[src/logic/axi_mem_pkg.sv]
// ==============================
// Shared AXI memory model definitions.
// Bus widths, storage geometry, burst codes,
// response code and the fill pattern.
// ==============================

package axi_mem_pkg;

  // ==============================
  // Bus widths
  // ==============================

  localparam int axi_id_width   = 4;
  localparam int axi_addr_width = 16;
  localparam int axi_data_width = 32;
  localparam int axi_len_width  = 8;  // Holds beats minus one.
  localparam int axi_strb_width = axi_data_width / 8;

  // ==============================
  // Storage geometry
  // ==============================

  localparam int byte_off_bits = $clog2(axi_strb_width);
  localparam int mem_els       = 256;
  localparam int mem_idx_width = $clog2(mem_els);

  // Bytes that were never written read back from this word.
  localparam logic [axi_data_width-1:0] init_data = 32'hdead_beef;

  // ==============================
  // Protocol codes
  // ==============================

  typedef enum logic [1:0] {
    FIXED = 2'd0,
    INCR  = 2'd1,
    WRAP  = 2'd2
  } axi_burst_e;

  localparam logic [1:0] axi_resp_okay = 2'b00;

endpackage

[src/logic/axi_mem_read_fsm.sv]
// ==============================
// Read channel FSM of the AXI memory model.
// Accepts one AR address and sends the R beats,
// flagging the final one with RLAST.
// ==============================

module axi_mem_read_fsm (
  input  logic                                 clk_i,
  input  logic                                 reset_i,

  input  logic [axi_mem_pkg::axi_id_width-1:0] arid_i,
  input  logic                                 arvalid_i,
  output logic                                 arready_o,

  output logic [axi_mem_pkg::axi_id_width-1:0] rid_o,
  output logic [1:0]                           rresp_o,
  output logic                                 rlast_o,
  output logic                                 rvalid_o,
  input  logic                                 rready_i,

  input  logic                                 last_i,
  output logic                                 load_o,
  output logic                                 step_o
);

  import axi_mem_pkg::*;

  typedef enum logic [1:0] {
    RD_RESET,
    RD_WAIT_ADDR,
    RD_SEND_DATA
  } rd_state_e;

  rd_state_e               state_r;
  rd_state_e               state_n;
  logic [axi_id_width-1:0] arid_r;

  // ==============================
  // Channel handshakes
  // ==============================

  assign arready_o = (state_r == RD_WAIT_ADDR);
  assign rvalid_o  = (state_r == RD_SEND_DATA);
  assign rlast_o   = rvalid_o & last_i;

  assign load_o = arvalid_i & arready_o;
  assign step_o = rvalid_o & rready_i; // Counter moves on each R transfer.

  assign rid_o   = arid_r;
  assign rresp_o = axi_resp_okay;

  always_comb begin
    state_n = state_r;
    case (state_r)
      RD_RESET: begin
        state_n = RD_WAIT_ADDR;
      end
      RD_WAIT_ADDR: begin
        if (load_o) begin
          state_n = RD_SEND_DATA;
        end
      end
      RD_SEND_DATA: begin
        if (step_o && last_i) begin
          state_n = RD_WAIT_ADDR;
        end
      end
      default: begin
        state_n = RD_RESET;
      end
    endcase
  end

  always_ff @(posedge clk_i) begin
    if (reset_i) begin
      state_r <= RD_RESET;
    end else begin
      state_r <= state_n;
    end
  end

  always_ff @(posedge clk_i) begin
    if (load_o) begin
      arid_r <= arid_i;
    end
  end

  // A beat once offered is neither withdrawn nor changed before the master takes it.
  rvalid_held: assert property (@(posedge clk_i) disable iff (reset_i)
    (rvalid_o && !rready_i) |=> (rvalid_o && $stable(rlast_o)));

endmodule

[config.mk]
export PLATFORM = sky130hd
export DESIGN_NAME = axi_mem_read_fsm
export DESIGN_NICKNAME = d
export VERILOG_FILES = /design/src/logic/axi_mem_pkg.sv /design/src/logic/axi_mem_read_fsm.sv
export SDC_FILE = /design/constraint.sdc
export NUM_CORES = 1
export LEC_CHECK = 0
export BUFFER_PORTS_ARGS = -buffer_cell sky130_fd_sc_hd__buf_4
export CAP_MARGIN = 0
export CORE_AREA = 2 2 39 41
export CTS_CLUSTER_SIZE = 10
export DETAILED_ROUTE_END_ITERATION = 6
export DIE_AREA = 0 0 41 43
export PLACE_DENSITY_LB_ADDON = 0.08
export SYNTH_ARGS = -nofsm -noshare
export SYNTH_HDL_FRONTEND = slang
export SYNTH_SLANG_ARGS = --single-unit
[constraint.sdc]
create_clock -name clk_i -period 2.7 [get_ports clk_i]
set_clock_uncertainty 0.1 [all_clocks]
set_input_delay 0.135 -clock clk_i [delete_from_list [all_inputs] [get_ports clk_i]]
set_output_delay 0.135 -clock clk_i [all_outputs]
set_load 0.005 [all_outputs]
# Word level (Yosys, flattened, before mapping)
# Cells that the tools add are included.
# word_totals
word_cells,15
reg_bits,6
# classes
n_bitwise,3
n_reduce_logical,3
n_mux,3
eq_ne,4
# ops
op,n
$pmux 2 s3,1
$mux 2,2
$ne 2x1->1 const B,2
$and 1x1->1,3
$eq 2x1->1 const B,1
$eq 2x2->1 const B,1
$logic_not 2->1,1
$reduce_and 2->1,1
$logic_and 1x1->1,1

# Depth between registers and ports, before layout
# depth
word_depth,5
mapped_depth,2

# Worst setup path before layout
# Ideal clock, no wire load.
# synth_path
path_type,reg2reg
start,reg state_r[0]
end,"reg arid_r[0] (netlist: rid_o[0]), enable pin"
path_stages_with_launch,3
slack_ps,1512
t_required_ps,2283
t_arrival_ps,770
n_path_buf,0
cell_sequence,dfxtp_1 -> nor2b_2 -> and2_1
# synth_between
elab_chain_cells,2
# synth_lines
element,line_no,text
"start, declared",axi_mem_read_fsm.sv:34,rd_state_e state_r;
"start signal, assigned",axi_mem_read_fsm.sv:78,state_r <= state_n;
$eq 2x1->1,axi_mem_read_fsm.sv:42,assign arready_o = (state_r == RD_WAIT_ADDR);
via arready_o,axi_mem_read_fsm.sv:13,"output logic arready_o,"
$and 1x1->1,axi_mem_read_fsm.sv:46,assign load_o = arvalid_i & arready_o;
via load_o,axi_mem_read_fsm.sv:22,"output logic load_o,"
"end signal, assigned",axi_mem_read_fsm.sv:84,arid_r <= arid_i;
"end, declared",axi_mem_read_fsm.sv:36,logic [axi_id_width-1:0] arid_r;
# The timed path passes the listed nets, and every way through them passes these cells.
# A chain may end at the register's enable or synchronous reset.

# Worst setup path in the final report
# layout_path
start,reg state_r[0]
end,out load_o
# layout_between
elab_chain_cells,2
# layout_lines
element,line_no
$eq 2x1->1,axi_mem_read_fsm.sv:42
$and 1x1->1,axi_mem_read_fsm.sv:46
"end, declared",axi_mem_read_fsm.sv:22
# Every way passes these cells.

==> results.md <==
Routing:
- Before antenna repair, the detailed router went through 2 iterations.
- The post-detailed-routing wire length is 572 µm.
- In this run, the number of DRC markers left after iteration 0 of detailed routing was 3.
- The number of vias after detailed routing is 226.
- After detailed routing, the average wire length per cell comes to 9.695 µm.
- The number of antenna-violating nets in the routed design is 0.
- For this run, design rule violations remaining after detail routing come to 0.
- After detailed routing, the number of vias per cell comes to 3.831.

Clock network:
- In this run the clock root is driven by a clkbuf_4.
- TritonCTS built the clock tree.
- Clock-pin slew was measured on the worst setup and hold paths at 0.05 ns.
- The maximum level of the CTS H-tree is 1.
- The number of buffers added for setup after CTS is 0.
- The number of buffers created by CTS is 3.
- The total clock sinks is 6.
- The largest buffer count on any clock path is 2.
- At the later pin of the worst-skew pair, clock insertion delay measures 0.23 ns.

Setup path:
- At the worst endpoint, the required time is 2.47 ns.
- Traced cell by cell, the critical path runs through nor2b_2, and2_1, buf_4.
- The endpoint arrival time on the critical path is 1.21 ns.
- In this design, the stage delay of the slowest critical-path cell is 0.37 ns.
- The critical path is of the flop to output pin type.
- The cell with the largest stage delay on the worst path is dfxtp_1.
- The top fanout value on the critical path is 5.
- The kind of start point of the critical path is a flop.
- The category of the worst setup path capture point is an output pin.

Synth:
- The synthesized netlist contains 12 unique library cells.
- The cell area after synthesis is 255.2 µm².
- Yosys printed 0 warnings.
- Synthesis inferred 6 register bits.
- A synthesized cell averages 12.76 µm².
- The portion of synthesized cell area occupied by the leading cell type is 0.4706.
- After synthesis, the cell types taking the most area are edfxtp_1 (47%), dfxtp_1 (16%), and2_1 (7.4%).
- The cell taking the most area after synthesis is edfxtp_1.
- The instance count of the mapped netlist is 20.
- Of the synthesized area, sequential elements account for 0.6275.

GRT:
- The total congestion overflow after global routing is 0.
- Across every metal layer, demand over resource in global routing totals 0.06963.
- The initial antenna violation count is 0.
- The via count of the first global-routing pass came to 220.
- The global-route wire length before repair is 814 µm.
- The pin count of the biggest net entering global routing is 6.

Floorplan:
- The initialized floorplan defines 14 standard-cell rows.
- The height of the die is 43 µm.
- The die is 41 µm wide.
- The initial utilization of the core area, before any placement, comes to 0.1844.
- The area of the core region is 1384 µm².
- During I/O placement, the number of pins put on the boundary was 20.
- The die footprint is 1763 µm².

Flow run:
- The tool flagged a number of max-cap violations equal to 0.

Outcome:
- The run finished with clean final reports.

Worst hold path:
- The classification of the worst-slack hold path is primary input to flop.

Layout:
- The end-of-flow core utilization is 0.3282.
- For this run, the post-layout net count is 54.
- In the layout the commonest cells are buf_4 (17), dlygate4sd3_1 (4), edfxtp_1 (4).
- The share of cells above drive strength 1 is 0.5349.
- The area growth from synthesis to layout is 77.94%.
- Leaving out fill and tap cells, the most frequent cell in the layout is buf_4.
- The number of antenna repair diodes is 0.

Timing:
- Setup violations remaining at the end of the flow were counted as 0.
- Setup repair after global routing left no endpoint under its margin.
- The count of final hold-check violations is 0.
- The clock period could shrink to 1.446 ns.
- The count of pins over their slew limit is 0.
- Timing would allow up to 691.5 MHz.
- Summed over all failing endpoints, the final setup total negative slack is 0 ns.
- The post-route fraction of the period consumed by the critical path is 0.5356.

Placed design:
- Buffers placed on the I/O ports in this run total 17.
- The HPWL after detailed placement is 494.5 µm.
- The congestion estimate from routability-driven global placement came to 0.6056.

Power:
- The leakage component of the power is 0.2118 nW.
- VDD sags by at most 0.0001631 V.
- In this run the power density over the cells is 509.9 nW/µm².
==> cell usage after synthesis <==
library cell  instances
edfxtp_1              4
and2_1                3
buf_4                 2
dfxtp_1               2
nor2b_2               2
a21boi_1              1
a32o_2                1
conb_1                1
inv_1                 1
nor2_1                1
o31ai_1               1
or3_1                 1
==> worst max-delay path: cells and delay by family, from the launching register on <==
kind / cells / cell delay [ns]
and+or+nand+nor: 2 / 0.45
buffers and inverters: 1 / 0.15
DFF: 1 / 0.37
==> per-stage QoR <==
step | hold WS, ns | cell area (µm²) | power [W] | setup slack, ns | instances
detailed placement | 0.2164 | 391.6 | 0.0001512 | 1.467 | 52
global placement | 0.2147 | 391.6 | 0.0001501 | 1.489 | 52
floorplan | 0.1339 | 259.0 | 0.0001272 | 1.512 | 21
global route | 0.02006 | 454.2 | 0.0002455 | 1.147 | 59
CTS | 0.01404 | 454.2 | 0.0002354 | 1.237 | 59
finish | 0.01804 | 454.2 | 0.0002316 | 1.254 | 59
==> flip-flops by register name, indices dropped and copies added (netlist names) <==
| signal | flops |
|---|---|
| state_r | 2 |
| rid_o | 4 |
==> power by group <==
part	switching (W)	internal [W]	total [W]
Sequential	0.00000423	0.000106	0.000110
Combinational	0.0000151	0.0000279	0.0000430
Clock	0.0000281	0.0000500	0.0000781
Total	0.0000474	0.000184	0.000232
==> path summary, 6_finish.rpt <==
kind,from,end,slack (ns),cells after the start
worst min register to register,state_r[0]$_SDFFE_PP0P_,state_r[0]$_SDFFE_PP0P_,0.42,1
worst max register to register,state_r[0]$_SDFFE_PP0P_,rid_o[1]$_DFFE_PP_,1.46,2
worst max-delay path,state_r[0]$_SDFFE_PP0P_,load_o,1.25,3
worst min-delay path,reset_i,state_r[0]$_SDFFE_PP0P_,0.02,2
==> area by class of cell <==
cell class	count	area, µm²
Fill cell	158	929.6
Timing Repair Buffer	21	167.7
Sequential cell	6	160.2
Multi-Input combinational cell	12	80.08
Clock buffer	3	22.52
Tap cell	16	20.02
Inverter	1	3.754
==> timing repair <==
item	4_1_cts	5_1_grt
gates resized for setup	0	0
endpoints found under the hold margin	4	0
hold buffers	4	0
==> per-layer routing <==
| layer | wire length (µm) | GRT usage | vias to the layer above |
|---|---|---|---|
| met4 | 0 | 0.02000 | 0 |
| met2 | 327 | 0.1281 | 9 |
| met3 | 39 | 0.03141 | 0 |
| met1 | 205 | 0.06209 | 105 |
| li1 | - | - | 112 |
| met5 | 0 | 0 | - |
==> cells by family (layout without fill, tap and decap cells) <==
logic type      after synthesis  count (layout)  share of synthesized area
buf+inv                       3              25                    0.07350
flops                         6               6                     0.6275
compound gates                3               3                     0.1030
other cells                   1               2                    0.01469
simple gates                  7               7                     0.1814
(Power assumes the default switching activity.)
