===== src/logic/axi_mem_pkg.sv =====
// ==============================
// Shared AXI memory model definitions.
// Bus widths, storage geometry, burst codes,
// response code and the fill pattern.
// ==============================

package axi_mem_pkg;

  // ==============================
  // Bus widths
  // ==============================

  localparam int axi_id_width   = 4;
  localparam int axi_addr_width = 16;
  localparam int axi_data_width = 32;
  localparam int axi_len_width  = 8;  // Holds beats minus one.
  localparam int axi_strb_width = axi_data_width / 8;

  // ==============================
  // Storage geometry
  // ==============================

  localparam int byte_off_bits = $clog2(axi_strb_width);
  localparam int mem_els       = 256;
  localparam int mem_idx_width = $clog2(mem_els);

  // Bytes that were never written read back from this word.
  localparam logic [axi_data_width-1:0] init_data = 32'hdead_beef;

  // ==============================
  // Protocol codes
  // ==============================

  typedef enum logic [1:0] {
    FIXED = 2'd0,
    INCR  = 2'd1,
    WRAP  = 2'd2
  } axi_burst_e;

  localparam logic [1:0] axi_resp_okay = 2'b00;

endpackage


===== src/logic/axi_mem_write_fsm.sv =====
// ==============================
// Write channel FSM of the AXI memory model.
// Accepts one AW address, takes the W beats of the burst,
// then returns an OKAY response on B.
// ==============================

module axi_mem_write_fsm (
  input  logic                                 clk_i,
  input  logic                                 reset_i,

  input  logic [axi_mem_pkg::axi_id_width-1:0] awid_i,
  input  logic                                 awvalid_i,
  output logic                                 awready_o,

  input  logic                                 wvalid_i,
  input  logic                                 wlast_i,
  output logic                                 wready_o,

  output logic [axi_mem_pkg::axi_id_width-1:0] bid_o,
  output logic [1:0]                           bresp_o,
  output logic                                 bvalid_o,
  input  logic                                 bready_i,

  input  logic                                 last_i,
  output logic                                 load_o,
  output logic                                 step_o
);

  import axi_mem_pkg::*;

  typedef enum logic [1:0] {
    WR_RESET,
    WR_WAIT_ADDR,
    WR_WAIT_DATA,
    WR_RESP
  } wr_state_e;

  wr_state_e                 state_r;
  wr_state_e                 state_n;
  logic [axi_id_width-1:0]   awid_r;

  // ==============================
  // Channel handshakes
  // ==============================

  assign awready_o = (state_r == WR_WAIT_ADDR);
  assign wready_o  = (state_r == WR_WAIT_DATA);
  assign bvalid_o  = (state_r == WR_RESP);

  assign load_o = awvalid_i & awready_o; // Address counter captures AW.
  assign step_o = wvalid_i & wready_o;   // One beat is written.

  assign bid_o   = awid_r;
  assign bresp_o = axi_resp_okay;

  // ==============================
  // State transitions
  // ==============================

  always_comb begin
    state_n = state_r;
    case (state_r)
      WR_RESET: begin
        state_n = WR_WAIT_ADDR;
      end
      WR_WAIT_ADDR: begin
        if (load_o) begin
          state_n = WR_WAIT_DATA;
        end
      end
      WR_WAIT_DATA: begin
        if (step_o && last_i) begin
          state_n = WR_RESP;
        end
      end
      WR_RESP: begin
        if (bready_i) begin
          state_n = WR_WAIT_ADDR;
        end
      end
      default: begin
        state_n = WR_RESET;
      end
    endcase
  end

  always_ff @(posedge clk_i) begin
    if (reset_i) begin
      state_r <= WR_RESET;
    end else begin
      state_r <= state_n;
    end
  end

  always_ff @(posedge clk_i) begin
    if (load_o) begin
      awid_r <= awid_i;
    end
  end

  // The master's WLAST must agree with the beat count of the address counter.
  wlast_matches_len: assert property (@(posedge clk_i) disable iff (reset_i)
    step_o |-> (wlast_i == last_i));

endmodule


===== config.mk =====
export PLATFORM = sky130hd
export DESIGN_NAME = axi_mem_write_fsm
export DESIGN_NICKNAME = d
export VERILOG_FILES = /design/src/logic/axi_mem_pkg.sv /design/src/logic/axi_mem_write_fsm.sv
export SDC_FILE = /design/constraint.sdc
export NUM_CORES = 1
export LEC_CHECK = 0
export BUFFER_PORTS_ARGS = -buffer_cell sky130_fd_sc_hd__buf_2
export CORE_AREA = 2 2 39 41
export CTS_CLUSTER_DIAMETER = 30
export DETAILED_ROUTE_END_ITERATION = 8
export DIE_AREA = 0 0 41 43
export GPL_TIMING_DRIVEN = 1
export REMOVE_ABC_BUFFERS = 1
export SLEW_MARGIN = 20
export SYNTH_ARGS = -nofsm -noshare
export SYNTH_HDL_FRONTEND = slang
export SYNTH_SLANG_ARGS = --single-unit

===== constraint.sdc =====
create_clock -name clk_i -period 2.3 [get_ports clk_i]
set_clock_uncertainty 0.15 [all_clocks]
set_input_delay 0.345 -clock clk_i [delete_from_list [all_inputs] [get_ports clk_i]]
set_output_delay 0.345 -clock clk_i [all_outputs]
set_load 0.01 [all_outputs]

# After elaboration in Yosys (flattened, before gate mapping)
# Index checks and enable logic that the tools add are counted.
# word_totals
regBits	6
output_inout_bits	11
# classes
eq_ne	6
muxes	4
bitwise	2
reduce_logical	3
# ops
cell	count
$pmux 2 s4	1
$mux 2	3
$ne 2x1->1 const B	3
$eq 2x2->1 const B	2
$reduce_and 3->1	1
$and 1x1->1	2
$eq 2x1->1 const B	1
$logic_not 2->1	1
$logic_and 1x1->1	1

# Longest topological paths before layout
# depth
word_depth	5
ltp_mapped	5

# Worst setup path after synthesis
# OpenSTA, ideal clock, no wires.
# synth_timing
path_kind	register to register
from	register state_r[0]
to	register state_r[1]
setup_time_ns	0.123
t_arrival_ns	1.338
required_time_ns	2.027
setup_slack_ns	0.688
path_stages_with_launch	6
n_path_buf	0
period_less_slack_ns	1.612
path_cell_list	dfxtp_1 > inv_1 > ha_1 > a21boi_1 > a211oi_1 > mux2_1
# synth_between
elab_chain_len	5
elab_cells_between_ends	12
classes_between	eq/ne (6); mux (1); bitwise (2); reduce/logical (3)
# synth_rtl
element	line_no	rtl
from (decl)	axi_mem_write_fsm.sv:38	wr_state_e state_r;
from (signal assigned)	axi_mem_write_fsm.sv:91	state_r <= state_n;
$eq 2x2->1 *	axi_mem_write_fsm.sv:47	assign wready_o = (state_r == WR_WAIT_DATA);
via wready_o	axi_mem_write_fsm.sv:17	output logic wready_o,
$and 1x1->1	axi_mem_write_fsm.sv:51	assign step_o = wvalid_i & wready_o;
$logic_and 1x1->1	axi_mem_write_fsm.sv:72	if (step_o && last_i) begin
$ne 2x1->1 (no line)	-	
$reduce_and 3->1 (no line)	-	
# Mark *: on every way through the listed nets, which the timed path passes. The rest lies on a longest branch.
# A chain may end at the register's enable or synchronous reset.

# Final worst setup path
# layout_timing
from	register state_r[0]
to	output port load_o
# layout_between
elab_chain_len	2
# layout_rtl
element	line_no	rtl
$eq 2x1->1	axi_mem_write_fsm.sv:46	assign awready_o = (state_r == WR_WAIT_ADDR);
$and 1x1->1	axi_mem_write_fsm.sv:50	assign load_o = awvalid_i & awready_o;
to (decl)	axi_mem_write_fsm.sv:25	output logic load_o,
# No other way between the ends.

==> results.yml <==
timing:
  rsz0062_at_grt: "false"
  report.final.setup_viol: 0
  final-max-slew-violation-count: 0
  fmax_mhz: 562
  timing.setup.tns_ns: 0
  final_min_period_ns: 1.78
  final_cycle_share_pct: 77.3
  number_of_failing_hold_endpoints_at_the_final_stage: 0
setup_path:
  crit_path_cell_trace: "ha_1 > and2_1 > buf_2"
  start_kind: "register"
  r2r-end: "state_r[1]$_SDFFE_PP0P_"
  cpPeakStageDelay_ns: 0.38
  cp_data_required_time_ns: 1.80
  rr_worst_depth: 5
  crit_path_end_kind: "primary output"
  critical_path.reg2reg.startpoint: "state_r[0]$_SDFFE_PP0P_"
  worstPathMaxFanout: 5
  cpMaxStageDelayCell: "sky130_fd_sc_hd__dfxtp_1"
  critical_path_class: "register to primary output"
  r2r_slack_ns: 0.60
  critical_path_arrival_ns: 1.28
clock_network:
  cts-htree-levels: 1
  post_cts_resize_count: 0
  cts-root-to-sink-buffers: 2
  cts_setup_buffers: 0
  clock_slew_at_reported_path_ffs_ns: 0.05
  clkLatencyLatePin_ns: 0.24
  ctsRootBufferMaster: "sky130_fd_sc_hd__clkbuf_4"
  hold_buffers: 0
  cts-buffers-inserted: 3
  clock_tree_from_tritoncts: "done"
  clock_sinks: 6
routing:
  detail-route-antenna-nets: 0
  final_routed_wire_length_divided_by_cell_count_um: 10.1
  drt_first_iter_violations: 2
  detail_route.first_pass.iterations: 2
  drt-vias-per-instance: 3.97
  wirelength_um: 626
  route.detailed.drc: 0
  num_vias: 246
power_and_ir_drop:
  p_total_uw: 390
  power.leakage_uw: 0.000216
  power_per_cell_area_mw_per_mm2: 925
  max-vdd-ir-drop_mv: 0.252
placement:
  final_wtd_congestion: 0.748
  portBuffers: 18
logic_synthesis:
  synth_top_cells_by_area: "sky130_fd_sc_hd__edfxtp_1 40%, sky130_fd_sc_hd__dfxtp_1 13%, sky130_fd_sc_hd__ha_1 13%"
  synth_top_area_share_pct: 40.0
  share_of_synthesized_flip_flops_with_an_asynchronous_set_or_reset_pct: 0
  post_synth_inst_count: 26
  post_synth.cell_area_avg_um2: 11.5
  synth-seq-cells: 6
  synth_area_leader_cell: "sky130_fd_sc_hd__edfxtp_1"
  synthesis_warnings: 0
  yosysMostFrequentCell: "sky130_fd_sc_hd__edfxtp_1"
  synth_seq_area_share_pct: 53.3
  synth.cell_area_um2: 300
  distinct_cell_type_count_after_synthesis: 17
  edff_count_synth: 4
  synthTopCellsByCount: "4 x sky130_fd_sc_hd__edfxtp_1, 3 x sky130_fd_sc_hd__ha_1"
  synth_flop_cell: "sky130_fd_sc_hd__edfxtp_1"
finish:
  layout-area-overhead-vs-synth_pct: 40.4
  antenna-diode-count: 0
  final_core_density_pct: 30.5
  num-fill-cells: 153
  drive_above_1_share_pct: 50.0
  final_nets: 62
floorplanning:
  die_y_um: 43
  initial_utilization_pct: 21.7
  floorplan.die.width_um: 41
  placeableCoreArea_mm2: 0.00138
  die_area_mm2: 0.00176
  rows: 14
  boundaryPins: 22
global_routing:
  pin_count_of_the_biggest_net_entering_global_routing: 6
  global_route.overflow_total: 0
  grt_use_total_pct: 8.75
  grt_pass1_vias: 242
  antenna_found_initial: 0
  grt_pass1_wl_um: 979
flow_run:
  cap_violations: 0
worst_hold_path:
  worst_hold_startpoint: "awid_i[3]"
  timing.hold.worst_endpoint: "bid_o[3]$_DFFE_PP_"
  min_path_cells: 1
  min_path_type: "primary input to register"
run_status:
  status: "complete, no violations"
==> worst max-delay path, delay by kind of cell, from the launching register on <==
family | cells | cell delay (ns)
flip-flops | 1 | 0.38
AND/OR/NAND/NOR | 1 | 0.26
adder cells (fa/ha/maj) | 1 | 0.23
buffers and inverters | 1 | 0.17
==> flip-flops by register name, summed over array words and instances (netlist names) <==
register / cells
state_r: 2
bid_o: 4
==> layer usage <==
layer / wire length (um) / GRT usage (%)
met5: 0 / 0
met4: 0 / 6.00
met3: 95 / 5.24
met2: 299 / 12.2
met1: 232 / 9.39
==> power breakdown <==
group          internal, uW  switching, uW
logic                  65.5           73.4
clock network          59.0           37.8
registers               141           13.6
total                   265            125
==> metrics by stage <==
step / hold WS (ns) / instance area (um2) / setup WS, ns / instances
2_1_floorplan: 0.264 / 289 / 0.688 / 25
3_3_place_gp: 0.365 / 399 / 0.620 / 59
3_5_place_dp: 0.365 / 399 / 0.590 / 59
4_1_cts: 0.117 / 422 / 0.483 / 62
5_1_grt: 0.117 / 422 / 0.412 / 62
6_report: 0.126 / 422 / 0.522 / 62
==> area by class of cell <==
type / count / area (um2) / share of cell area, %
multi-input cells: 16 / 118 / 27.9
repair buffers: 18 / 90.1 / 21.4
flip-flops and latches: 6 / 160 / 38.0
clock buffers: 3 / 22.5 / 5.34
well taps: 16 / 20.0 / 4.75
inverters: 3 / 11.3 / 2.67
==> worst max path at each step <==
stage	depth (start not counted)	slack, ns	endpoint	start
2_1_floorplan	5	0.69	state_r[1]$_SDFFE_PP0P_	state_r[0]$_SDFFE_PP0P_
6_report	3	0.52	load_o	state_r[0]$_SDFFE_PP0P_
5_1_grt	4	0.41	load_o	state_r[1]$_SDFFE_PP0P_
3_3_place_gp	5	0.62	state_r[1]$_SDFFE_PP0P_	state_r[0]$_SDFFE_PP0P_
4_1_cts	3	0.48	load_o	state_r[0]$_SDFFE_PP0P_
3_5_place_dp	5	0.59	state_r[1]$_SDFFE_PP0P_	state_r[0]$_SDFFE_PP0P_
==> cells by family (layout without fill, tap and decap cells) <==
kind of cell,after synthesis,after routing,share of synthesized area (%)
DFF,6,6,53.3
and+or+nand+nor,6,6,11.3
buffers and inverters,5,24,8.75
AOI/OAI and AO/OA,4,4,9.17
adders and majority gates,3,3,12.5
other,1,2,1.25
muxes,1,1,3.75
==> layout by cell type (no fill, tap or decap) <==
cell / netlist / routed
sky130_fd_sc_hd__or3_1: 1 / 1
sky130_fd_sc_hd__a21boi_1: 1 / 1
sky130_fd_sc_hd__a21oi_1: 1 / 1
sky130_fd_sc_hd__conb_1: 1 / 2
sky130_fd_sc_hd__mux2_1: 1 / 1
sky130_fd_sc_hd__edfxtp_1: 4 / 4
sky130_fd_sc_hd__nor2b_1: 1 / 1
sky130_fd_sc_hd__clkbuf_4: 0 / 3
sky130_fd_sc_hd__inv_1: 2 / 2
sky130_fd_sc_hd__nor2_1: 2 / 2
sky130_fd_sc_hd__ha_1: 3 / 3
sky130_fd_sc_hd__buf_2: 0 / 18
sky130_fd_sc_hd__and2_1: 1 / 1
sky130_fd_sc_hd__a211oi_1: 1 / 1
sky130_fd_sc_hd__inv_2: 1 / 1
sky130_fd_sc_hd__dfxtp_1: 2 / 2
sky130_fd_sc_hd__and2_2: 1 / 1
sky130_fd_sc_hd__o31ai_1: 1 / 1
Note: power is estimated with default switching activity, not from simulation.
