--- src/logic/axi_mem_pkg.sv ---
// ==============================
// Shared AXI memory model definitions.
// Bus widths, storage geometry, burst codes,
// response code and the fill pattern.
// ==============================

package axi_mem_pkg;

  // ==============================
  // Bus widths
  // ==============================

  localparam int axi_id_width   = 4;
  localparam int axi_addr_width = 16;
  localparam int axi_data_width = 32;
  localparam int axi_len_width  = 8;  // Holds beats minus one.
  localparam int axi_strb_width = axi_data_width / 8;

  // ==============================
  // Storage geometry
  // ==============================

  localparam int byte_off_bits = $clog2(axi_strb_width);
  localparam int mem_els       = 256;
  localparam int mem_idx_width = $clog2(mem_els);

  // Bytes that were never written read back from this word.
  localparam logic [axi_data_width-1:0] init_data = 32'hdead_beef;

  // ==============================
  // Protocol codes
  // ==============================

  typedef enum logic [1:0] {
    FIXED = 2'd0,
    INCR  = 2'd1,
    WRAP  = 2'd2
  } axi_burst_e;

  localparam logic [1:0] axi_resp_okay = 2'b00;

endpackage

--- src/logic/axi_burst_addr.sv ---
// ==============================
// Beat counter and burst address generator.
// Handles FIXED, INCR and WRAP bursts of full-width beats.
// ==============================

module axi_burst_addr (
  input  logic                                   clk_i,
  input  logic                                   reset_i,
  input  logic                                   load_i,
  input  logic [axi_mem_pkg::axi_addr_width-1:0] base_addr_i,
  input  logic [axi_mem_pkg::axi_len_width-1:0]  len_i,
  input  axi_mem_pkg::axi_burst_e                burst_i,
  input  logic                                   step_i,
  output logic [axi_mem_pkg::axi_addr_width-1:0] addr_o,
  output logic                                   last_o
);

  import axi_mem_pkg::*;

  logic [axi_addr_width-1:0] base_r;
  logic [axi_len_width-1:0]  len_r;
  axi_burst_e                burst_r;
  logic [axi_len_width-1:0]  beat_r;

  logic [axi_addr_width-1:0] beat_off;
  logic [axi_addr_width-1:0] len_ext;
  logic [axi_addr_width-1:0] wrap_mask;
  logic [axi_addr_width-1:0] incr_addr;
  logic [axi_addr_width-1:0] wrap_addr;

  always_ff @(posedge clk_i) begin
    if (reset_i) begin
      len_r   <= '0;
      burst_r <= FIXED;
      beat_r  <= '0;
    end else if (load_i) begin
      len_r   <= len_i;
      burst_r <= burst_i;
      beat_r  <= '0;
    end else if (step_i) begin
      beat_r  <= beat_r + 1'b1;
    end
  end

  always_ff @(posedge clk_i) begin
    if (load_i) begin
      base_r <= base_addr_i;
    end
  end

  assign len_ext   = {{(axi_addr_width-axi_len_width){1'b0}}, len_r};
  assign beat_off  = {{(axi_addr_width-axi_len_width){1'b0}}, beat_r} << byte_off_bits;
  assign wrap_mask = ((len_ext + 1'b1) << byte_off_bits) - 1'b1; // Burst size is a power of two.
  assign incr_addr = base_r + beat_off;
  assign wrap_addr = (base_r & ~wrap_mask) | (incr_addr & wrap_mask);

  always_comb begin
    case (burst_r)
      INCR:    addr_o = incr_addr;
      WRAP:    addr_o = wrap_addr;
      default: addr_o = base_r; // FIXED and the reserved code stay put.
    endcase
  end

  assign last_o = (beat_r == len_r);

  // WRAP bursts carry 2, 4, 8 or 16 beats.
  wrap_len_legal: assert property (@(posedge clk_i) disable iff (reset_i)
    (load_i && burst_i == WRAP) |-> (len_i inside {8'd1, 8'd3, 8'd7, 8'd15}));

endmodule

--- config.mk ---
export PLATFORM = sky130hd
export DESIGN_NAME = axi_burst_addr
export DESIGN_NICKNAME = d
export VERILOG_FILES = /design/src/logic/axi_mem_pkg.sv /design/src/logic/axi_burst_addr.sv
export SDC_FILE = /design/constraint.sdc
export NUM_CORES = 1
export LEC_CHECK = 0
export ABC_AREA = 1
export BUFFER_PORTS_ARGS = -buffer_cell sky130_fd_sc_hd__buf_4
export CAP_MARGIN = 20
export CORE_ASPECT_RATIO = 0.6
export CORE_MARGIN = 2
export CORE_UTILIZATION = 45
export DETAILED_ROUTE_END_ITERATION = 10
export PLACE_DENSITY = 0.7
export SLEW_MARGIN = 30
export SYNTH_ARGS = -nofsm -noshare
export SYNTH_HDL_FRONTEND = slang
export SYNTH_SLANG_ARGS = --single-unit
export TNS_END_PERCENT = 30
--- constraint.sdc ---
create_clock -name clk_i -period 2.1 [get_ports clk_i]
set_clock_uncertainty 0.2 [all_clocks]
set_input_delay 0.105 -clock clk_i [delete_from_list [all_inputs] [get_ports clk_i]]
set_output_delay 0.105 -clock clk_i [all_outputs]
set_load 0.1 [all_outputs]
# Word level (Yosys, flattened, before mapping)
# Index checks and enable logic that the tools add are counted.
[op_classes]
bitwise = 4
n_reduce_logical = 1
n_mux = 1
addsub = 4
eq_ne = 3
[ops]
columns = ["cell", "n"]
rows = [
  ["bitwise AND 16 bit", 2],
  ["case mux 16 bit (2 select lines)", 1],
  ["adder 16 x 10 -> 16 bit", 1],
  ["inverter 16 bit", 1],
  ["OR 16 bit", 1],
  ["subtractor 11 x 1 -> 12 bit (second input constant)", 1],
  ["adder 8 x 1 -> 9 bit (second input constant)", 1],
  ["adder 8 x 1 -> 8 bit (second input constant)", 1],
  ["equality test 8 bit", 1],
  ["equality test 2 x 1 -> 1 bit (second input constant)", 1],
  ["equality test 2 bit (second input constant)", 1],
  ["OR reduction 2 bit", 1],
]
[word_totals]
regBits = 34
input_bits = 30
word_cells = 17
out_inout_bits = 17

# Logic depth before layout (Yosys ltp)
# Gate-level depths: netlist (run 1).
[logic_depth]
depth_word = 6
mapped_depth = 13
mapped_depth_nobuf = 13

# Least setup slack after synthesis (run 1)
# OpenSTA, ideal clock, no wires.
[synth_timing]
path_type = "register to output"
from = "register len_r[2]"
to = "output last_o"
stages_incl_launch_ff = 6
slack_ns = -1.705
t_arrival_ns = 3.500
path_cell_list = "dfxtp_1 > buf_6 > inv_2 > or2_2 > nand4_1 > nor4_1"
[synth_via]
elab_chain_len = 1
[synth_rtl]
columns = ["element", "line", "source"]
rows = [
  ["start, declared", "axi_burst_addr.sv:21", "logic [axi_len_width-1:0] len_r;"],
  ["start signal, assigned", "axi_burst_addr.sv:37", "len_r <= len_i;"],
  ["equality test 8 bit", "axi_burst_addr.sv:65", "assign last_o = (beat_r == len_r);"],
  ["end, declared", "axi_burst_addr.sv:15", "output logic last_o"],
]
# Every way passes these cells.

# Worst setup path after layout (run 1)
[layout_timing]
from = "register base_r[2]"
to = "output addr_o[10] in the netlist's numbering"
[layout_via]
elab_chain_len = 4
[layout_rtl]
columns = ["element", "line", "source"]
rows = [
  ["start, declared", "axi_burst_addr.sv:20", "logic [axi_addr_width-1:0] base_r;"],
  ["start signal, assigned", "axi_burst_addr.sv:47", "base_r <= base_addr_i;"],
  ["adder 16 x 10 -> 16 bit *", "axi_burst_addr.sv:54", "assign incr_addr = base_r + beat_off;"],
  ["bitwise AND 16 bit", "axi_burst_addr.sv:55", "assign wrap_addr = (base_r & ~wrap_mask) | (incr_addr & wrap_mask);"],
  ["OR 16 bit", "axi_burst_addr.sv:55", ""],
  ["case mux 16 bit (2 select lines) *", "axi_burst_addr.sv:58", "case (burst_r)"],
  ["end, declared", "axi_burst_addr.sv:14", "output logic [axi_mem_pkg::axi_addr_width-1:0] addr_o,"],
]
# Mark *: on every way between the ends. The rest lies on a longest branch, timed or not.

==> metrics.txt, run 1 <==
fraction of layout cells with a size suffix above 1 0.348; Unique masters post-synth 40; DP Cell Count 562; Syn Area/Cell 6.99 um2; Async SR Flop Fraction 0; Critical Path AT 2390 ps; vias in the first global route 3093; Initial Util 0.462; hold endpoint base_r[12]; core box area a little over 6000 um2; Area Overhead vs Synth 61.1%; RSZ-0062 raised after global routing yes; Req. time, crit path 1790 ps; Final setup viols 13; Combinational Power Share 0.483; number of synthesized flops with an enable pin 16; DRT iter0 DRCs 334; Placed Instance Area 3660 um2; I/O Buffers between 40 and 50; crit-path max FO 5; Net Count, Synth approximately 440; MaxCap Viol Count 0; post-route cell area 4510 um2; IO Pins 47; Nets 569; Synth warnings 0; outcome complete, but fails checks; crit path capture type output port; worst hold path type input port to register; power density over the cells 602 nW/um2; HPWL Detailed 6210 um; Worst setup SP type register; fmax approximately 0.37 GHz; total CTS buffers 5; Final Max Slew Viols 0; wire length per cell 14.8 um; Final Non-Filler Cells 610; CTS root buffer clkbuf_8; gr usage total 0.271; final setup margin -593 ps; switch share 0.416; First-pass DRT Iterations 5; hold path cells 1; top cells by area, synth edfxtp_1 (17%), dfxtp_1 (13%), nand2_1 (12%), inv_1 (7.4%), nand3_1 (6.3%); Final Hold Viols 0; clock power share 0.229; Vias roughly 3200; hold_sp load_i; largest net degree at the start of global routing 26; initial antenna violation count 0; fin crit period 2690 ps; Mapped Cells 400; DRT Wirelength around 9000 um; Worst R2R Path Depth 10; CTS clk-pin slew, worst paths 80 ps; setup slack, reg-to-reg 360 ps; Slew @ Worst Pin 448 ps; TritonCTS clock tree built; Yosys top cell area share 0.172; most common cell in the netlist nand2_1; Seq pwr share 0.289; Worst R2R End beat_r[7]; H-tree depth 2; Routed Antenna Nets 0; GR Overflow Total 0; DIE HEIGHT 65.1 um; worst skew pair latency 290 ps; #FFs+latches synth 34; Tot Pwr 2.71 mW; Critical Setup Path Class register to output port; gpl congestion around 0.88; post-synth design cell area 2800 um2; FP Rows 22; Leak 2.06 nW; Cell Int Power 1.58 mW; Synth top cells by count nand2_1 (86), inv_1 (55), nand3_1 (35), nor2_1 (31), a21oi_1 (28); WHS 6.91 ps; worst vdd ir 0.000359 V; setup TNS -5890 ps; Remaining DRCs 0; antenna cells 0; Die Width 106 um; sw power 1.13 mW; Most used DFF post-synth dfxtp_1; register area share after synthesis 0.301; CTS Sinks 34; fin crit share 1.28; r2r startpoint beat_r[0]; Rel. slew slack 0.700; first-pass GRT wire length roughly 15000 um; failing checks setup timing; Max clock buf depth 2; Yosys top cell by area edfxtp_1; Vias/cell 5.22; Die Area 6880 um2
## flip-flops by register name, summed over array words and instances (netlist names)
signal and cells:
beat_r 8, len_r 8, base_r 16, burst_r 2
## repair_timing
action,in CTS,in global routing
setup buffers,5,2
hold buffers,33,0
hold endpoints to repair,32,0
pin swaps,5,10
endpoints found under the setup margin,15,15
gates resized for setup,68,13
## stage by stage
| step | utilization | setup WS, ps |
|---|---|---|
| CTS | 0.732 | -560 |
| finish | 0.744 | -593 |
| global route | 0.744 | -685 |
| floorplan | - | -433 |
| global placement | 0.605 | -376 |
| detailed placement | 0.605 | -380 |
## layer usage
| layer | global-route usage | share of wire | wire (um) | up-vias |
|---|---|---|---|---|
| met2 | 0.445 | 0.44 | 4010 | 124 |
| li1 | - | - | - | 1565 |
| met5 | 0 | 0 | 0 | - |
| met3 | 0.0382 | 0.063 | 569 | 19 |
| met1 | 0.384 | 0.48 | 4310 | 1477 |
| met4 | 0.0543 | 0.015 | 138 | 0 |
## worst max-delay path, cell delays in order (launching register included)
cell,delay (ps)
edfxtp_1,410
ha_2,210
fa_2,380
nand3_2,90
nand2_4,80
nand2_4,90
nand3_4,100
xor2_1,180
nand3_1,100
nand3_2,90
a21oi_4,180
buf_12,190
## power by group through the flow
stage               registers (mW)  logic, mW  clock network (mW)
floorplan                    0.784      0.798                   0
global placement             0.789       1.05                   0
detailed placement           0.791       1.06                   0
CTS                          0.780       1.28               0.624
global route                 0.788       1.37               0.650
finish                       0.783       1.31               0.620
## cell type report
type	instances	area, um2
Sequential cell	34	846
Tap cell	84	105
Clock inverter	2	33.8
Timing Repair Buffer	125	1180
Inverter	63	249
Multi-Input combinational cell	296	2020
Fill cell	434	1550
Clock buffer	6	72.6
## cells in the final DEF (no fill, tap or decap), drive strengths merged, types with 2 or more instances in the layout
cell	synthesis	final
o21ai	26	26
nand3b	4	4
buf	3	92
a21oi	34	34
o21bai	2	2
or2	2	2
nand2	100	100
dlygate4sd3	0	33
nand3	36	36
o211ai	3	3
inv	63	62
dfxtp	18	18
clkinv	0	2
nor2	39	39
a21o	3	3
clkbuf	4	6
ha	13	13
edfxtp	16	16
xor2	10	10
nor3	8	8
xnor2	3	3
a31oi	2	2
nand4	6	6
## how the worst max path moves through the flow
stage                          from  cells past startpoint         end
after floorplan           base_r[4]                      7   addr_o[5]
after global placement    base_r[2]                     12  addr_o[14]
after detailed placement  base_r[2]                     12  addr_o[14]
after CTS                 base_r[2]                     11  addr_o[10]
after global routing      base_r[2]                     11  addr_o[10]
final                     base_r[2]                     11  addr_o[10]
## logic make-up after synthesis
kind of cell    Yosys count  synth area share
fa+ha+maj                14            0.0653
buf+inv                  70            0.0993
xor+xnor                 13            0.0407
flops                    34             0.301
simple gates            196             0.341
compound gates           73             0.153
(Power assumes the default switching activity.)
==> run 2, diff against run 1 <==
--- a/config.mk
+++ b/config.mk
@@ -9,10 +9,11 @@
 export BUFFER_PORTS_ARGS = -buffer_cell sky130_fd_sc_hd__buf_4
 export CAP_MARGIN = 20
 export CORE_ASPECT_RATIO = 0.6
-export CORE_MARGIN = 2
+export CORE_MARGIN = 1.5
 export CORE_UTILIZATION = 45
 export DETAILED_ROUTE_END_ITERATION = 10
 export PLACE_DENSITY = 0.7
+export SKIP_CTS_REPAIR_TIMING = 1
 export SLEW_MARGIN = 30
 export SYNTH_ARGS = -nofsm -noshare
 export SYNTH_HDL_FRONTEND = slang
==> run 2 against run 1 <==
Against the previous run: the run ends with hold timing, setup timing left; hold slack worse by 33 ps; count of clock-buffer cells in the layout stayed put; final area is 3.9% lower; non-clock buffer count is 6 lower; die area is 2.5% lower; power is 3.7% lower; clock power is 1% lower.
==> metrics.txt, run 2 (synthesis gave the netlist of run 1 again) <==
outcome complete, but fails checks; failing checks hold timing, setup timing; FILL cells around 460; first-pass GRT wire length around 13000 um; largest net degree at the start of global routing 26; CP Cell Sequence ha_4 -> fa_2 -> nand3_2 -> nand2_4 -> nand2_4 -> nand3_4 -> xor2_2 -> o21ai_1 -> inv_1 -> a21oi_4 -> buf_12; Final setup viols 15; Tot Pwr roughly 2.6 mW; vias in the first global route ~2700; GR Overflow Total 0; FP Rows 22; biggest regs base_r (16), beat_r (8), len_r (8); Worst setup SP type register; multi-input logic area 1990 um2; total CTS buffers 5; fin crit share 1.31; Final Max Slew Viols 0; CTS clk-pin slew, worst paths 70 ps; hold path cells 3; crit path capture type output port; CP max stage delay 440 ps; switch share 0.420; worst hold path type input port to register; RSZ-0062 raised after global routing yes; antenna cells 0; commonest non-fill, non-tap cells in the layout nand2_1 (82), buf_4 (82), inv_1 (54); Critical Setup Path Class register to output port; Die Width 105 um; hold endpoint burst_r[1]; fin crit period approximately 2800 ps; crit-path max FO 5; Combinational Power Share 0.465; fraction of layout cells with a size suffix above 1 0.329; Routed Antenna Nets 0; hold_sp burst_i[1]; HPWL Detailed 6220 um; Vias/cell roughly 5.1; Biggest register base_r; DRT iter0 DRCs 290; initial antenna violation count 0; MaxCap Viol Count 0; Max clock buf depth 2; I/O Buffers 46; core box area 6060 um2; CTS Sinks 34; Slew @ Worst Pin 424 ps; Nets 563; worst vdd ir around 0.00044 V; Vias just over 3000; DRT Wirelength roughly 8500 um; Die Area 6710 um2; FF/Latch Area about 840 um2; DP Cell Count between 500 and 600; gr usage total 0.247; Cell Int Power 1.52 mW; CP max stage cell edfxtp_1; power density over the cells 604 nW/um2; Final Hold Viols 1; Worst R2R End beat_r[7]; dpl ws -411 ps; wire length per cell ~14 um; Req. time, crit path 1790 ps; final setup margin -657 ps; fmax 0.363 GHz; H-tree depth 2; Remaining DRCs 0; clock power share 0.235; setup TNS -7130 ps; Leak 2.00 nW; CTS root buffer clkbuf_8; Initial Util 0.462; CP most frequent cell nand2_4; TritonCTS clock tree built; DIE HEIGHT approximately 64 um; Rel. slew slack 0.717; IO Pins 47; Worst R2R Path Depth 10; gpl congestion 0.871; worst skew pair latency 290 ps; Final Non-Filler Cells 604; sw power 1.10 mW; WHS -26.4 ps; Area Overhead vs Synth 54.8%; setup slack, reg-to-reg roughly 240 ps; Critical Path AT 2450 ps; number of flip-flops in the largest register 16; First-pass DRT Iterations 5; r2r startpoint beat_r[0]; Seq pwr share 0.300
run 2: changes by cell type in the layout (fill, tap and decap cells not counted), moves of 3 or more:
cell	previous run	this run
buf_12	12	5
o21ai_1	10	7
dlygate4sd3_1	33	28
o21ai_0	15	18
dfxtp_1	14	18
buf_4	77	82
dfxtp_2	4	0
run 2: final cells by class:
type,instances,area share
Clock buffer,6,0.0168
Inverter,63,0.0552
Tap cell,84,0.0243
Clock inverter,2,0.00781
Timing Repair Buffer,119,0.242
Sequential cell,34,0.194
Multi-Input combinational cell,296,0.459
run 2: layer usage:
metal | up-vias | global-route usage | share of wire
li1 | 1554 | - | -
met2 | 116 | 0.370 | 0.44
met5 | - | 0 | 0
met4 | 0 | 0.0599 | 0.0089
met3 | 8 | 0.0561 | 0.069
met1 | 1416 | 0.360 | 0.48
run 2: worst max-delay path by stage:
stage              start  depth (start not counted)          to
2_1_floorplan  base_r[4]                          7   addr_o[5]
3_3_place_gp   base_r[2]                         12  addr_o[14]
3_5_place_dp   base_r[2]                         12  addr_o[14]
4_1_cts        base_r[2]                         12  addr_o[14]
5_1_grt        base_r[2]                         11  addr_o[10]
6_report       base_r[2]                         11  addr_o[10]
run 2: power groups by stage:
stage	clock [mW]	sequential [mW]	combinational [mW]
after floorplan	0	0.784	0.798
after global placement	0	0.789	1.05
after detailed placement	0	0.791	1.06
after CTS	0.620	0.776	1.06
after global routing	0.655	0.788	1.28
final	0.613	0.784	1.22
run 2: stage by stage:
stage	util	cell area [um2]
finish	0.715	4330
floorplan	-	2970
detailed placement	0.605	3660
global placement	0.605	3660
CTS	0.622	3770
global route	0.715	4330
run 2: critical path, delay by kind of cell, from the launching register on:
kind,cells,cell delay [ps]
adders and majority gates,2,590
DFF,1,440
and+or+nand+nor,4,390
AOI/OAI and AO/OA,2,290
buffers and inverters,2,270
xor gates and xnor gates,1,180
==> run 3, diff against run 2 <==
--- a/config.mk
+++ b/config.mk
@@ -12,7 +12,7 @@
 export CORE_MARGIN = 1.5
 export CORE_UTILIZATION = 45
 export DETAILED_ROUTE_END_ITERATION = 10
-export PLACE_DENSITY = 0.7
+export PLACE_DENSITY = 0.67
 export SKIP_CTS_REPAIR_TIMING = 1
 export SLEW_MARGIN = 30
 export SYNTH_ARGS = -nofsm -noshare
==> constraint.sdc (replaced) <==
create_clock -name clk_i -period 3 [get_ports clk_i]
set_clock_uncertainty 0.2 [all_clocks]
set_input_delay 0.15 -clock clk_i [delete_from_list [all_inputs] [get_ports clk_i]]
set_output_delay 0.15 -clock clk_i [all_outputs]
set_load 0.1 [all_outputs]
==> run 3 against run 2 <==
Against the previous run: the flow finishes with violations (hold timing); clock power fell by 31%; worst setup slack gained 800 ps; critical endpoint is now addr_o[15]; largest power group unchanged; critical path type unchanged; power decreased by 36%.
==> metrics.txt, run 3 (synthesis gave the netlist of run 1 again) <==
outcome complete, but fails checks; failing checks hold timing; Vias 2839; Tot Pwr 1.67 mW; Final setup viols 0; initial antenna violation count 0; wire length per cell 13.5 um; Nets 514; Die Area 6710 um2; CTS Sinks 34; Routed Antenna Nets 0; commonest non-fill, non-tap cells in the layout nand2_1 (86), inv_1 (55), buf_4 (43); First-pass DRT Iterations 5; multi-input logic area 1710 um2; total CTS buffers 5; Die Width ~100 um; post-route cell area 3610 um2; DRT Wirelength 7490 um; Biggest register base_r; worst skew pair latency a little under 300 ps; fraction of layout cells with a size suffix above 1 0.219; Leak 1.70 nW; Critical Path AT roughly 2500 ps; CP max stage cell edfxtp_1; Slew @ Worst Pin 735 ps; GR Overflow Total 0; Area Overhead vs Synth 29.2%; FF/Latch Area 842 um2; biggest regs base_r (16), beat_r (8), len_r (8); I/O Buffers 46; CP max stage delay around 490 ps; Vias/cell ~5.1; Initial Util 0.462; number of flip-flops in the largest register 16; switch share 0.422; Cell Int Power 963 uW; commonest non-fill, non-tap cell in the layout nand2_1; FILL cells 539; HPWL Detailed 5800 um; core box area 6060 um2; worst hold path type input port to register; antenna cells 0; first-pass GRT wire length 12100 um; DRT iter0 DRCs 222; CTS root buffer clkbuf_8; CP Cell Sequence ha_1 -> nand2_1 -> inv_1 -> nand3_1 -> nor2_1 -> nand2_1 -> nand3_1 -> nand2_1 -> nand2_1 -> nand3_1 -> a21oi_2 -> buf_4; fin crit period approximately 2900 ps; gpl congestion 0.871; Seq pwr share 0.333; DIE HEIGHT 64.1 um; delay-heaviest family, CP simple AND/OR/NAND/NOR gates; Worst setup SP type register; largest net degree at the start of global routing 26; Req. time, crit path 2650 ps; clock power share 0.253; Max clock buf depth 2; Final Max Slew Viols 0; H-tree depth 2; CP most frequent cell nand2_1; RSZ-0062 raised after global routing no; worst vdd ir ~0.00025 V; CTS clk-pin slew, worst paths 70 ps; crit-path max FO 4; Rel. slew slack 0.509; MaxCap Viol Count 0; FP Rows 22; Placed Instance Area 3230 um2; CP bufs+invs 2; fmax 0.350 GHz; TritonCTS clock tree built; Final Hold Viols 5; crit path capture type output port; Remaining DRCs 0; gr usage total 0.233; IO Pins 47; vias in the first global route approximately 2500; Combinational Power Share 0.415; power density over the cells 461 nW/um2; sw power 703 uW; WHS -58.2 ps; fin crit share 0.953; Critical Setup Path Class register to output port
[run 3: cell type report]
cell class              count  area share
repair buffers             70       0.170
multi-input cells         296       0.473
well taps                  84      0.0291
inverters                  63      0.0654
clock inverters             2     0.00935
clock buffers               6      0.0201
flip-flops and latches     34       0.233
[run 3: layer usage]
layer  global-route usage  part of all wire
met1                0.357              0.49
met2                0.313              0.39
met3               0.0459             0.098
met4               0.0908             0.015
met5                    0                 0
[run 3: path summary, 6_finish.rpt]
path	start	to	slack, ps	cells after the start
setup / recovery	base_r[9]	addr_o[15]	140	12
hold / removal	burst_i[1]	burst_r[1]	-60	3
setup reg to reg	beat_r[1]	beat_r[6]	1350	6
hold reg to reg	burst_r[1]	burst_r[1]	310	2
[run 3: per-stage QoR]
step	worst slack [ps]	instances	utilization	setup TNS [ps]	hold WS, ps
2_1_floorplan	-573	400	-	-2100	39.4
3_3_place_gp	294	524	0.533	0	128
3_5_place_dp	259	524	0.533	0	129
4_1_cts	-62.7	532	0.550	-102	-176
5_1_grt	3.84	555	0.597	0	5.68
6_report	142	555	0.597	0	-58.2
[run 3: power by group through the flow]
stage | clock network [mW] | logic (mW) | registers, mW
after floorplan | 0 | 0.504 | 0.548
after global placement | 0 | 0.635 | 0.561
after detailed placement | 0 | 0.642 | 0.562
after CTS | 0.433 | 0.644 | 0.552
after global routing | 0.457 | 0.735 | 0.557
final | 0.421 | 0.691 | 0.554
[run 3: tightest hold or removal path, delay by kind of cell]
| family | cells | cell delay, ps |
|---|---|---|
| AO/OA/AOI/OAI | 2 | 170 |
| buffers and inverters | 1 | 70 |
